### config.mk
export PLATFORM = sky130hd
export DESIGN_NAME = regBridgeTop
export DESIGN_NICKNAME = d
export VERILOG_FILES = /design/src/logic/chipBusPkg.sv /design/src/logic/cpuBusPkg.sv /design/src/logic/phaseIf.sv /design/src/logic/regReqIf.sv /design/src/logic/regBridgeTop.sv /design/src/logic/laneSteer.sv /design/src/logic/regCycleCtrl.sv /design/src/logic/phaseTracker.sv /design/src/logic/cpuPort.sv
export SDC_FILE = /design/constraint.sdc
export NUM_CORES = 1
export LEC_CHECK = 0
export ABC_AREA = 1
export BUFFER_PORTS_ARGS = -buffer_cell sky130_fd_sc_hd__buf_2
export CAP_MARGIN = 20
export CORE_ASPECT_RATIO = 1.5
export CORE_MARGIN = 2
export CORE_UTILIZATION = 50
export CTS_CLUSTER_SIZE = 12
export DETAILED_ROUTE_END_ITERATION = 8
export PLACE_DENSITY = 0.76
export SYNTH_ARGS = -nofsm -noshare
export SYNTH_HDL_FRONTEND = slang
export SYNTH_SLANG_ARGS = --single-unit
### constraint.sdc
create_clock -name CLK80 -period 3.15 [get_ports CLK80]
set_clock_uncertainty 0.15 [all_clocks]
set_input_delay 0.1575 -clock CLK80 [delete_from_list [all_inputs] [get_ports CLK80]]
set_output_delay 0.1575 -clock CLK80 [all_outputs]
set_load 0.1 [all_outputs]
### src/logic/chipBusPkg.sv
`default_nettype none

//////////////////////////////
// Chipset side of the bridge
//////////////////////////////

package chipBusPkg;

    parameter int CHIP_DATA_W  = 16;  // Custom chip data bus
    parameter int SYNC_LEN     = 3;   // C1 / C3 sampler depth
    parameter int DBR_SYNC_LEN = 2;   // DBRn sampler depth

    // MC68000 bus cycle as seen from the bridge
    typedef enum logic [2:0] {
        idle    = 3'd0,
        s2Wait  = 3'd1,  // Waiting for the state 2 edge
        s4Wait  = 3'd2,  // Waiting for the state 4 edge
        dbrWait = 3'd3,  // Wait states while DMA owns the bus
        s5Wait  = 3'd4,
        s6Wait  = 3'd5,
        s7Wait  = 3'd6
    } busState_t;

    // Sampled history, bit 0 is the newest sample
    parameter logic [SYNC_LEN-1:0] C1_S2   = 3'b000, C3_S2   = 3'b110;  // C3 falls, C1 low
    parameter logic [SYNC_LEN-1:0] C1_S4   = 3'b111, C3_S4   = 3'b001;  // C3 rises, C1 high
    parameter logic [SYNC_LEN-1:0] C1_HOLD = 3'b111, C3_HOLD = 3'b111;  // Both settled high
    parameter logic [SYNC_LEN-1:0] C1_S5   = 3'b110, C3_S5   = 3'b111;  // C1 falls, C3 high
    parameter logic [SYNC_LEN-1:0] C1_S6   = 3'b000, C3_S6   = 3'b000;  // Both low
    parameter logic [SYNC_LEN-1:0] C1_S7   = 3'b011, C3_S7   = 3'b000;  // C1 rose, C3 low

endpackage

`default_nettype wire

### src/logic/cpuBusPkg.sv
`default_nettype none

//////////////////////////////
// CPU side of the bridge
//////////////////////////////

package cpuBusPkg;

    // Width of the CPU data path seen by the bridge
    parameter int CPU_DATA_W = 16;

    // Transfer size as decoded from SIZ0 alone
    // Long and line sizes never reach register space
    typedef enum logic {
        sizeWord = 1'b0,  // SIZ0 low
        sizeByte = 1'b1   // SIZ0 high
    } accessSize_t;

    // Strobe request per byte lane
    typedef struct packed {
        logic upper;  // D15..D8, drives UDSn
        logic lower;  // D7..D0, drives LDSn
    } laneMask_t;

endpackage

`default_nettype wire
### src/logic/phaseIf.sv
`timescale 1ns/10ps
`default_nettype none

// Decoded colour clock events, no handshake
interface phaseIf ();

    logic s2Edge;   // Pulses, one CLK80 cycle each
    logic s4Edge;
    logic s5Edge;
    logic s6Edge;
    logic s7Edge;
    logic s4Hold;   // Level, late state 4 window
    logic dbrFree;  // Level, no DMA request

    modport tracker (output s2Edge, s4Edge, s5Edge, s6Edge, s7Edge, s4Hold, dbrFree);
    modport ctrl (input s2Edge, s4Edge, s5Edge, s6Edge, s7Edge, s4Hold, dbrFree);

endinterface

`default_nettype wire

### src/logic/regReqIf.sv
`timescale 1ns/10ps
`default_nettype none

// One register access handed from the CPU port to the cycle controller
interface regReqIf #(
    parameter int DATA_W = cpuBusPkg::CPU_DATA_W
) ();
    import cpuBusPkg::*;

    logic              valid;  // Request pending
    logic              ready;  // Controller idle
    logic              done;   // CPU cycle may end, one cycle wide
    logic              rnw;
    accessSize_t       size;
    logic              a0;
    logic [DATA_W-1:0] wdata;

    modport port (output valid, rnw, size, a0, wdata, input ready, done);
    modport ctrl (input valid, rnw, size, a0, wdata, output ready, done);

endinterface

`default_nettype wire

### src/logic/regBridgeTop.sv
`timescale 1ns/10ps
`default_nettype none

module regBridgeTop #(
    parameter int DATA_W = cpuBusPkg::CPU_DATA_W,
    parameter int CHIP_W = chipBusPkg::CHIP_DATA_W
) (
    input  logic              CLK80,
    input  logic              RESETn,
    input  logic              TSn,
    input  logic              REGSPACEn,
    input  logic              RnW,
    input  logic              SIZ0,
    input  logic              A0,
    input  logic [DATA_W-1:0] cpuDataIn,
    input  logic              C1,
    input  logic              C3,
    input  logic              DBRn,
    input  logic [CHIP_W-1:0] chipDataIn,
    output logic [DATA_W-1:0] cpuDataOut,
    output logic [CHIP_W-1:0] chipDataOut,
    output logic              TACKn,
    output logic              ASn,
    output logic              UDSn,
    output logic              LDSn,
    output logic              REGENn,
    output logic              chipCycle
);

    logic strobeEn;
    logic laneLoad;
    logic latchRead;

    regReqIf #(.DATA_W(DATA_W)) reqBus ();
    phaseIf phBus ();

    assign ASn = REGENn;  // Chipset sees one address strobe

    cpuPort #(.DATA_W(DATA_W)) u_cpuPort (
        .CLK80, .RESETn, .TSn, .REGSPACEn, .RnW, .SIZ0, .A0,
        .cpuDataIn, .TACKn, .req(reqBus.port)
    );

    phaseTracker u_phaseTracker (
        .CLK80, .RESETn, .C1, .C3, .DBRn, .ph(phBus.tracker)
    );

    regCycleCtrl u_regCycleCtrl (
        .CLK80, .RESETn, .req(reqBus.ctrl), .ph(phBus.ctrl),
        .REGENn, .chipCycle, .strobeEn, .laneLoad, .latchRead
    );

    // Request fields stay put in the CPU port until the next TSn
    laneSteer #(.DATA_W(DATA_W), .CHIP_W(CHIP_W)) u_laneSteer (
        .CLK80, .RESETn, .laneLoad, .strobeEn, .latchRead,
        .rnw(reqBus.rnw), .size(reqBus.size), .a0(reqBus.a0), .wdata(reqBus.wdata),
        .chipDataIn, .chipDataOut, .cpuDataOut, .UDSn, .LDSn
    );

endmodule

`default_nettype wire

### src/logic/laneSteer.sv
`timescale 1ns/10ps
`default_nettype none

module laneSteer #(
    parameter int DATA_W = cpuBusPkg::CPU_DATA_W,
    parameter int CHIP_W = chipBusPkg::CHIP_DATA_W
) (
    input  logic                   CLK80,
    input  logic                   RESETn,
    input  logic                   laneLoad,
    input  logic                   strobeEn,
    input  logic                   latchRead,
    input  logic                   rnw,
    input  cpuBusPkg::accessSize_t size,
    input  logic                   a0,
    input  logic [DATA_W-1:0]      wdata,
    input  logic [CHIP_W-1:0]      chipDataIn,
    output logic [CHIP_W-1:0]      chipDataOut,
    output logic [DATA_W-1:0]      cpuDataOut,
    output logic                   UDSn,
    output logic                   LDSn
);
    import cpuBusPkg::*;

    laneMask_t maskNew;
    laneMask_t maskQ;
    laneMask_t maskUse;

    // Even address is the upper lane on the 68000 bus
    always_comb begin
        maskNew.upper = rnw || (size == sizeWord) || !a0;
        maskNew.lower = rnw || (size == sizeWord) || a0;
        maskUse       = laneLoad ? maskNew : maskQ;  // Same edge as REGENn
    end

    always_ff @(negedge CLK80) begin
        if (!RESETn) begin
            maskQ <= '0;
            UDSn  <= 1'b1;
            LDSn  <= 1'b1;
        end else begin
            if (laneLoad) begin
                maskQ <= maskNew;
            end
            UDSn <= ~(maskUse.upper & strobeEn);
            LDSn <= ~(maskUse.lower & strobeEn);
        end
    end

    //////////////////////////////
    // Data paths
    //////////////////////////////

    always_ff @(negedge CLK80) begin
        if (laneLoad && !rnw) begin
            if (size == sizeByte) begin
                chipDataOut <= {(CHIP_W / 8){wdata[7:0]}};  // Byte on every lane
            end else begin
                chipDataOut <= CHIP_W'(wdata);
            end
        end
        if (latchRead) begin
            cpuDataOut <= DATA_W'(chipDataIn);  // Held for the CPU past TACKn
        end
    end

endmodule

`default_nettype wire

### src/logic/regCycleCtrl.sv
`timescale 1ns/10ps
`default_nettype none

module regCycleCtrl (
    input  logic  CLK80,
    input  logic  RESETn,
    regReqIf.ctrl req,
    phaseIf.ctrl  ph,
    output logic  REGENn,
    output logic  chipCycle,
    output logic  strobeEn,   // Strobe level for the next cycle
    output logic  laneLoad,   // Capture lane mask and write data
    output logic  latchRead   // Capture chip read data
);
    import chipBusPkg::*;

    busState_t state;
    busState_t stateNext;
    logic      readyQ;
    logic      rnwQ;      // Direction of the access in flight
    logic      accept;
    logic      addrPhase; // Next state still before the address strobe

    assign accept = req.valid && readyQ;

    //////////////////////////////
    // Next state
    //////////////////////////////

    always_comb begin
        stateNext = state;
        unique case (state)
            idle: begin
                if (accept) stateNext = s2Wait;
            end
            s2Wait: begin
                if (ph.s2Edge) stateNext = s4Wait;  // Address strobe goes out
            end
            s4Wait: begin
                if (ph.s4Edge) stateNext = dbrWait;  // Write strobes go out
            end
            dbrWait: begin
                // Wait states until Agnus releases the bus in state 4
                if (ph.s4Hold && ph.dbrFree) stateNext = s5Wait;
            end
            s5Wait: begin
                if (ph.s5Edge) stateNext = s6Wait;
            end
            s6Wait: begin
                if (ph.s6Edge) stateNext = s7Wait;
            end
            s7Wait: begin
                if (ph.s7Edge) stateNext = idle;  // Bus released
            end
            default: stateNext = idle;
        endcase
    end

    assign addrPhase = (stateNext == idle) || (stateNext == s2Wait);

    // Reads open the strobes with REGENn, writes wait for state 4
    always_comb begin
        if (rnwQ) begin
            strobeEn = !addrPhase;
        end else begin
            strobeEn = !addrPhase && (stateNext != s4Wait);
        end
    end

    assign laneLoad  = (state == s2Wait) && ph.s2Edge;
    assign latchRead = (state == s5Wait) && ph.s5Edge && rnwQ;  // Early latch in state 5

    // Reads end at state 5, writes at state 6
    assign req.done  = latchRead || ((state == s6Wait) && ph.s6Edge && !rnwQ);
    assign req.ready = readyQ;

    //////////////////////////////
    // State and bus outputs
    //////////////////////////////

    always_ff @(negedge CLK80) begin
        if (!RESETn) begin
            state     <= idle;
            readyQ    <= 1'b0;
            rnwQ      <= 1'b1;
            REGENn    <= 1'b1;
            chipCycle <= 1'b0;
        end else begin
            state  <= stateNext;
            readyQ <= (stateNext == idle);  // Low again once a request is taken
            REGENn <= addrPhase;
            if (accept) begin
                rnwQ <= req.rnw;
            end
            // High after the DMA wait, through the cycle after state 5
            chipCycle <= (stateNext == s5Wait) || (state == s5Wait);
        end
    end

endmodule

`default_nettype wire

### src/logic/phaseTracker.sv
`timescale 1ns/10ps
`default_nettype none

module phaseTracker (
    input  logic     CLK80,
    input  logic     RESETn,
    input  logic     C1,
    input  logic     C3,
    input  logic     DBRn,
    phaseIf.tracker  ph
);
    import chipBusPkg::*;

    logic [SYNC_LEN-1:0]     c1Sync;
    logic [SYNC_LEN-1:0]     c3Sync;
    logic [DBR_SYNC_LEN-1:0] dbrSync;
    logic [4:0]              hit;   // Pattern match per edge, s2 s4 s5 s6 s7
    logic [4:0]              hitQ;  // Previous match

    //////////////////////////////
    // Synchronizers
    //////////////////////////////

    always_ff @(negedge CLK80) begin
        if (!RESETn) begin
            c1Sync  <= '1;  // Preset high like the idle chip clocks
            c3Sync  <= '1;
            dbrSync <= '1;
            hitQ    <= '0;
        end else begin
            c1Sync  <= {c1Sync[SYNC_LEN-2:0], C1};
            c3Sync  <= {c3Sync[SYNC_LEN-2:0], C3};
            dbrSync <= {dbrSync[DBR_SYNC_LEN-2:0], DBRn};
            hitQ    <= hit;
        end
    end

    //////////////////////////////
    // Edge decode
    //////////////////////////////

    always_comb begin
        hit[0] = (c1Sync == C1_S2) && (c3Sync == C3_S2);
        hit[1] = (c1Sync == C1_S4) && (c3Sync == C3_S4);
        hit[2] = (c1Sync == C1_S5) && (c3Sync == C3_S5);
        hit[3] = (c1Sync == C1_S6) && (c3Sync == C3_S6);  // Level, edge taken below
        hit[4] = (c1Sync == C1_S7) && (c3Sync == C3_S7);
    end

    // First cycle of each match only
    assign ph.s2Edge = hit[0] & ~hitQ[0];
    assign ph.s4Edge = hit[1] & ~hitQ[1];
    assign ph.s5Edge = hit[2] & ~hitQ[2];
    assign ph.s6Edge = hit[3] & ~hitQ[3];
    assign ph.s7Edge = hit[4] & ~hitQ[4];

    assign ph.s4Hold  = (c1Sync == C1_HOLD) && (c3Sync == C3_HOLD);
    assign ph.dbrFree = &dbrSync;  // DBRn seen high on every stage

endmodule

`default_nettype wire

### src/logic/cpuPort.sv
`timescale 1ns/10ps
`default_nettype none

module cpuPort #(
    parameter int DATA_W = cpuBusPkg::CPU_DATA_W
) (
    input  logic              CLK80,
    input  logic              RESETn,
    input  logic              TSn,
    input  logic              REGSPACEn,
    input  logic              RnW,
    input  logic              SIZ0,
    input  logic              A0,
    input  logic [DATA_W-1:0] cpuDataIn,
    output logic              TACKn,
    regReqIf.port             req
);
    import cpuBusPkg::*;

    logic              validQ;
    logic              rnwQ;
    accessSize_t       sizeQ;
    logic              a0Q;
    logic [DATA_W-1:0] wdataQ;
    logic              tsHit;

    // Start of a register space transfer, only one may be open
    assign tsHit = !TSn && !REGSPACEn && !validQ;

    //////////////////////////////
    // Request flag and acknowledge
    //////////////////////////////

    always_ff @(negedge CLK80) begin
        if (!RESETn) begin
            validQ <= 1'b0;
            TACKn  <= 1'b1;
        end else begin
            if (tsHit) begin
                validQ <= 1'b1;       // Held until the controller is idle
            end else if (validQ && req.ready) begin
                validQ <= 1'b0;       // Handshake taken
            end
            TACKn <= ~req.done;       // One cycle low per done pulse
        end
    end

    // Transfer attributes, stable until the next TSn
    always_ff @(negedge CLK80) begin
        if (tsHit) begin
            rnwQ   <= RnW;
            sizeQ  <= accessSize_t'(SIZ0);
            a0Q    <= A0;
            wdataQ <= cpuDataIn;  // Only meaningful on writes
        end
    end

    assign req.valid = validQ;
    assign req.rnw   = rnwQ;
    assign req.size  = sizeQ;
    assign req.a0    = a0Q;
    assign req.wdata = wdataQ;

endmodule

`default_nettype wire

==> impl_metrics.json <==
{
  "tns_ns": 0,
  "place.gp.congestion": 0.831,
  "die_area_sq_um": 6070,
  "cts-hold-fix-buffers": 0,
  "cp_top_family": "buffers and inverters",
  "post_cts_buffers": 0,
  "synth-seq-area-share": 0.753,
  "grt_pass1_wl_um": 8110,
  "wl_per_cell_um": 11.0,
  "grt_remaining_overflow": 0,
  "yosysUniqueCellTypes": 24,
  "dieWidth_um": 64.3,
  "holdWs_ns": 0.295,
  "finalNetCount": 426,
  "cp-start-kind": "flip-flop",
  "viasPerCell": 4.45,
  "die_h_um": 94.4,
  "antennaDiodeCount": 0,
  "synth_area_per_cell_sq_um": 12.4,
  "area_growth_pct": 36.4,
  "coreArea_sq_um": 5200,
  "syn-instance-count": 219,
  "placed_area_sq_um": 3210,
  "final_common_cell": "inv_1",
  "start_util": 0.524,
  "cp.required_ns": 2.84,
  "clkSinkCount": 77,
  "layout.area.seq_sq_um": 2050,
  "pwr-share-clk": 0.496,
  "sw_frac_of_total": 0.274,
  "yosysWarnings": 0,
  "dp_hpwl_um": 3420,
  "syn-num-nets": 261,
  "cp_slowest_cell": "buf_2",
  "multiInputGateArea_sq_um": 564,
  "io_buffer_count": 79,
  "power.leakage_nw": 1.89,
  "crit_path_max_fanout": 1,
  "cp-end-kind": "primary output",
  "root_buffer": "clkbuf_8",
  "wl_um": 5050,
  "power_density_nw_per_um2": 636,
  "vias": 2035,
  "netlist_area_sq_um": 2730,
  "cts_tree": "done",
  "max-slew-margin-rel": 0.670,
  "cts_buffer_depth": 2,
  "post-route-util": 0.714,
  "grt_usage": 0.180,
  "layout_common_cells": "inv_1 (96), buf_2 (79), edfxtp_1 (51)",
  "drcViolationCount": 0,
  "ant_nets": 0,
  "status": "completed",
  "setup_viol": 0,
  "fillCellCount": 386,
  "hold_path.class": "flip-flop to flip-flop",
  "crit_arrival_ns": 2.72,
  "netSwitchingPower_uw": 647,
  "max_cap_viol_count": 0,
  "pwr-share-comb": 0.031,
  "crit_type": "flip-flop to primary output",
  "dr.pass1.iters": 4,
  "crit_path_cell_trace": "buf_2",
  "drtIter0Drc": 91,
  "critPathBufInv": 1,
  "finalHoldViolCount": 0,
  "clock_latency_ns": 0.39,
  "p_seq_frac": 0.474,
  "ys_ff_latch": 77,
  "grt_max_degree": 21,
  "grt_pass1_vias": 2087,
  "antenna_found_initial": 0,
  "p_total_mw": 2.36,
  "cts_max_level": 3,
  "worst_slew_pin_slew_ns": 0.499,
  "cts_resized": 0,
  "ir_drop_mv": 0.480,
  "fp-row-count": 32,
  "crit_path_max_incr_delay_ns": 0.43,
  "synth_top_cell_area_share": 0.562,
  "cts_inserted_buffers": 9,
  "intPower_mw": 1.72,
  "synth.largest_area_cell": "edfxtp_1",
  "ys_top_cells_by_area": "edfxtp_1 (56%), dfxtp_1 (19%), nand2_1 (6.9%), inv_1 (2.6%), nor2_1 (2.1%)",
  "fin_area_sq_um": 3720,
  "drive_gt1_frac": 0.319,
  "ioPinCount": 80,
  "drv_slew": 0,
  "clk_pin_slew_worst_paths_ns": 0.04,
  "rsz0062_at_grt": "false"
}
## cells in the mapped netlist, drive strengths merged
master	count
nor2	22
nor4	2
inv	22
clkbuf	1
clkinv	2
edfxtp	51
o21ai	3
dfxtp	26
nand2	53
o211ai	1
nand4	1
a21oi	2
or2	5
nand3	16
buf	3
nor3	9
## per-layer routing
| metal | track usage | up-vias | routed length [um] |
|---|---|---|---|
| met4 | 0.145 | 0 | 163 |
| met2 | 0.313 | 68 | 2760 |
| met5 | 0 | - | 0 |
| li1 | - | 1055 | - |
| met3 | 0.0822 | 13 | 262 |
| met1 | 0.156 | 899 | 1870 |
## cell type report
cell class,count,share of cell area
Tap cell,68,0.0229
Clock buffer,9,0.0333
Timing Repair Buffer,82,0.112
Inverter,23,0.0232
Clock inverter,84,0.104
Multi-Input combinational cell,114,0.152
Sequential cell,77,0.553
## cells by family (layout without fill, tap and decap cells)
kind of cell	count (synthesis)	after routing	share of synthesized area
AOI/OAI and AO/OA	6	6	0.0119
buffers and inverters	28	198	0.0418
DFF	77	77	0.753
and+or+nand+nor	108	108	0.193
## power groups by stage
stage               registers (mW)  clock network [mW]  logic (mW)
floorplan                     1.13               0.148      0.0394
global placement              1.13               0.148      0.0695
detailed placement            1.13               0.148      0.0720
CTS                           1.12                1.22      0.0730
global route                  1.12                1.33      0.0816
finish                        1.12                1.17      0.0722
## final timing paths
path         slack, ns                 startpoint                          to  cells after the start
max               0.13  u_laneSteer.cpuDataOut[3]               cpuDataOut[3]                      1
min               0.30     u_cpuPort.req.wdata[0]  u_laneSteer.chipDataOut[0]                      0
max reg2reg       1.49    u_regCycleCtrl.state[0]  u_laneSteer.chipDataOut[8]                      5
min reg2reg       0.30     u_cpuPort.req.wdata[0]  u_laneSteer.chipDataOut[0]                      0
## registers in the layout, indices dropped and copies added, names as in the netlist, 2 cells and up
| name | count |
|---|---|
| u_laneSteer.chipDataOut | 16 |
| u_laneSteer.cpuDataOut | 16 |
| u_phaseTracker.c3Sync | 3 |
| u_phaseTracker.dbrSync | 2 |
| u_cpuPort.req.wdata | 16 |
| u_phaseTracker.hitQ | 5 |
| u_laneSteer.maskQ | 2 |
| u_regCycleCtrl.state | 3 |
| u_phaseTracker.c1Sync | 3 |
## through the flow
step	cells	setup WS, ns
after CTS	457	0.117
after global placement	365	0.411
after global routing	457	0.0846
after detailed placement	365	0.396
after floorplan	219	0.0441
final	457	0.127
(Power assumes the default switching activity.)
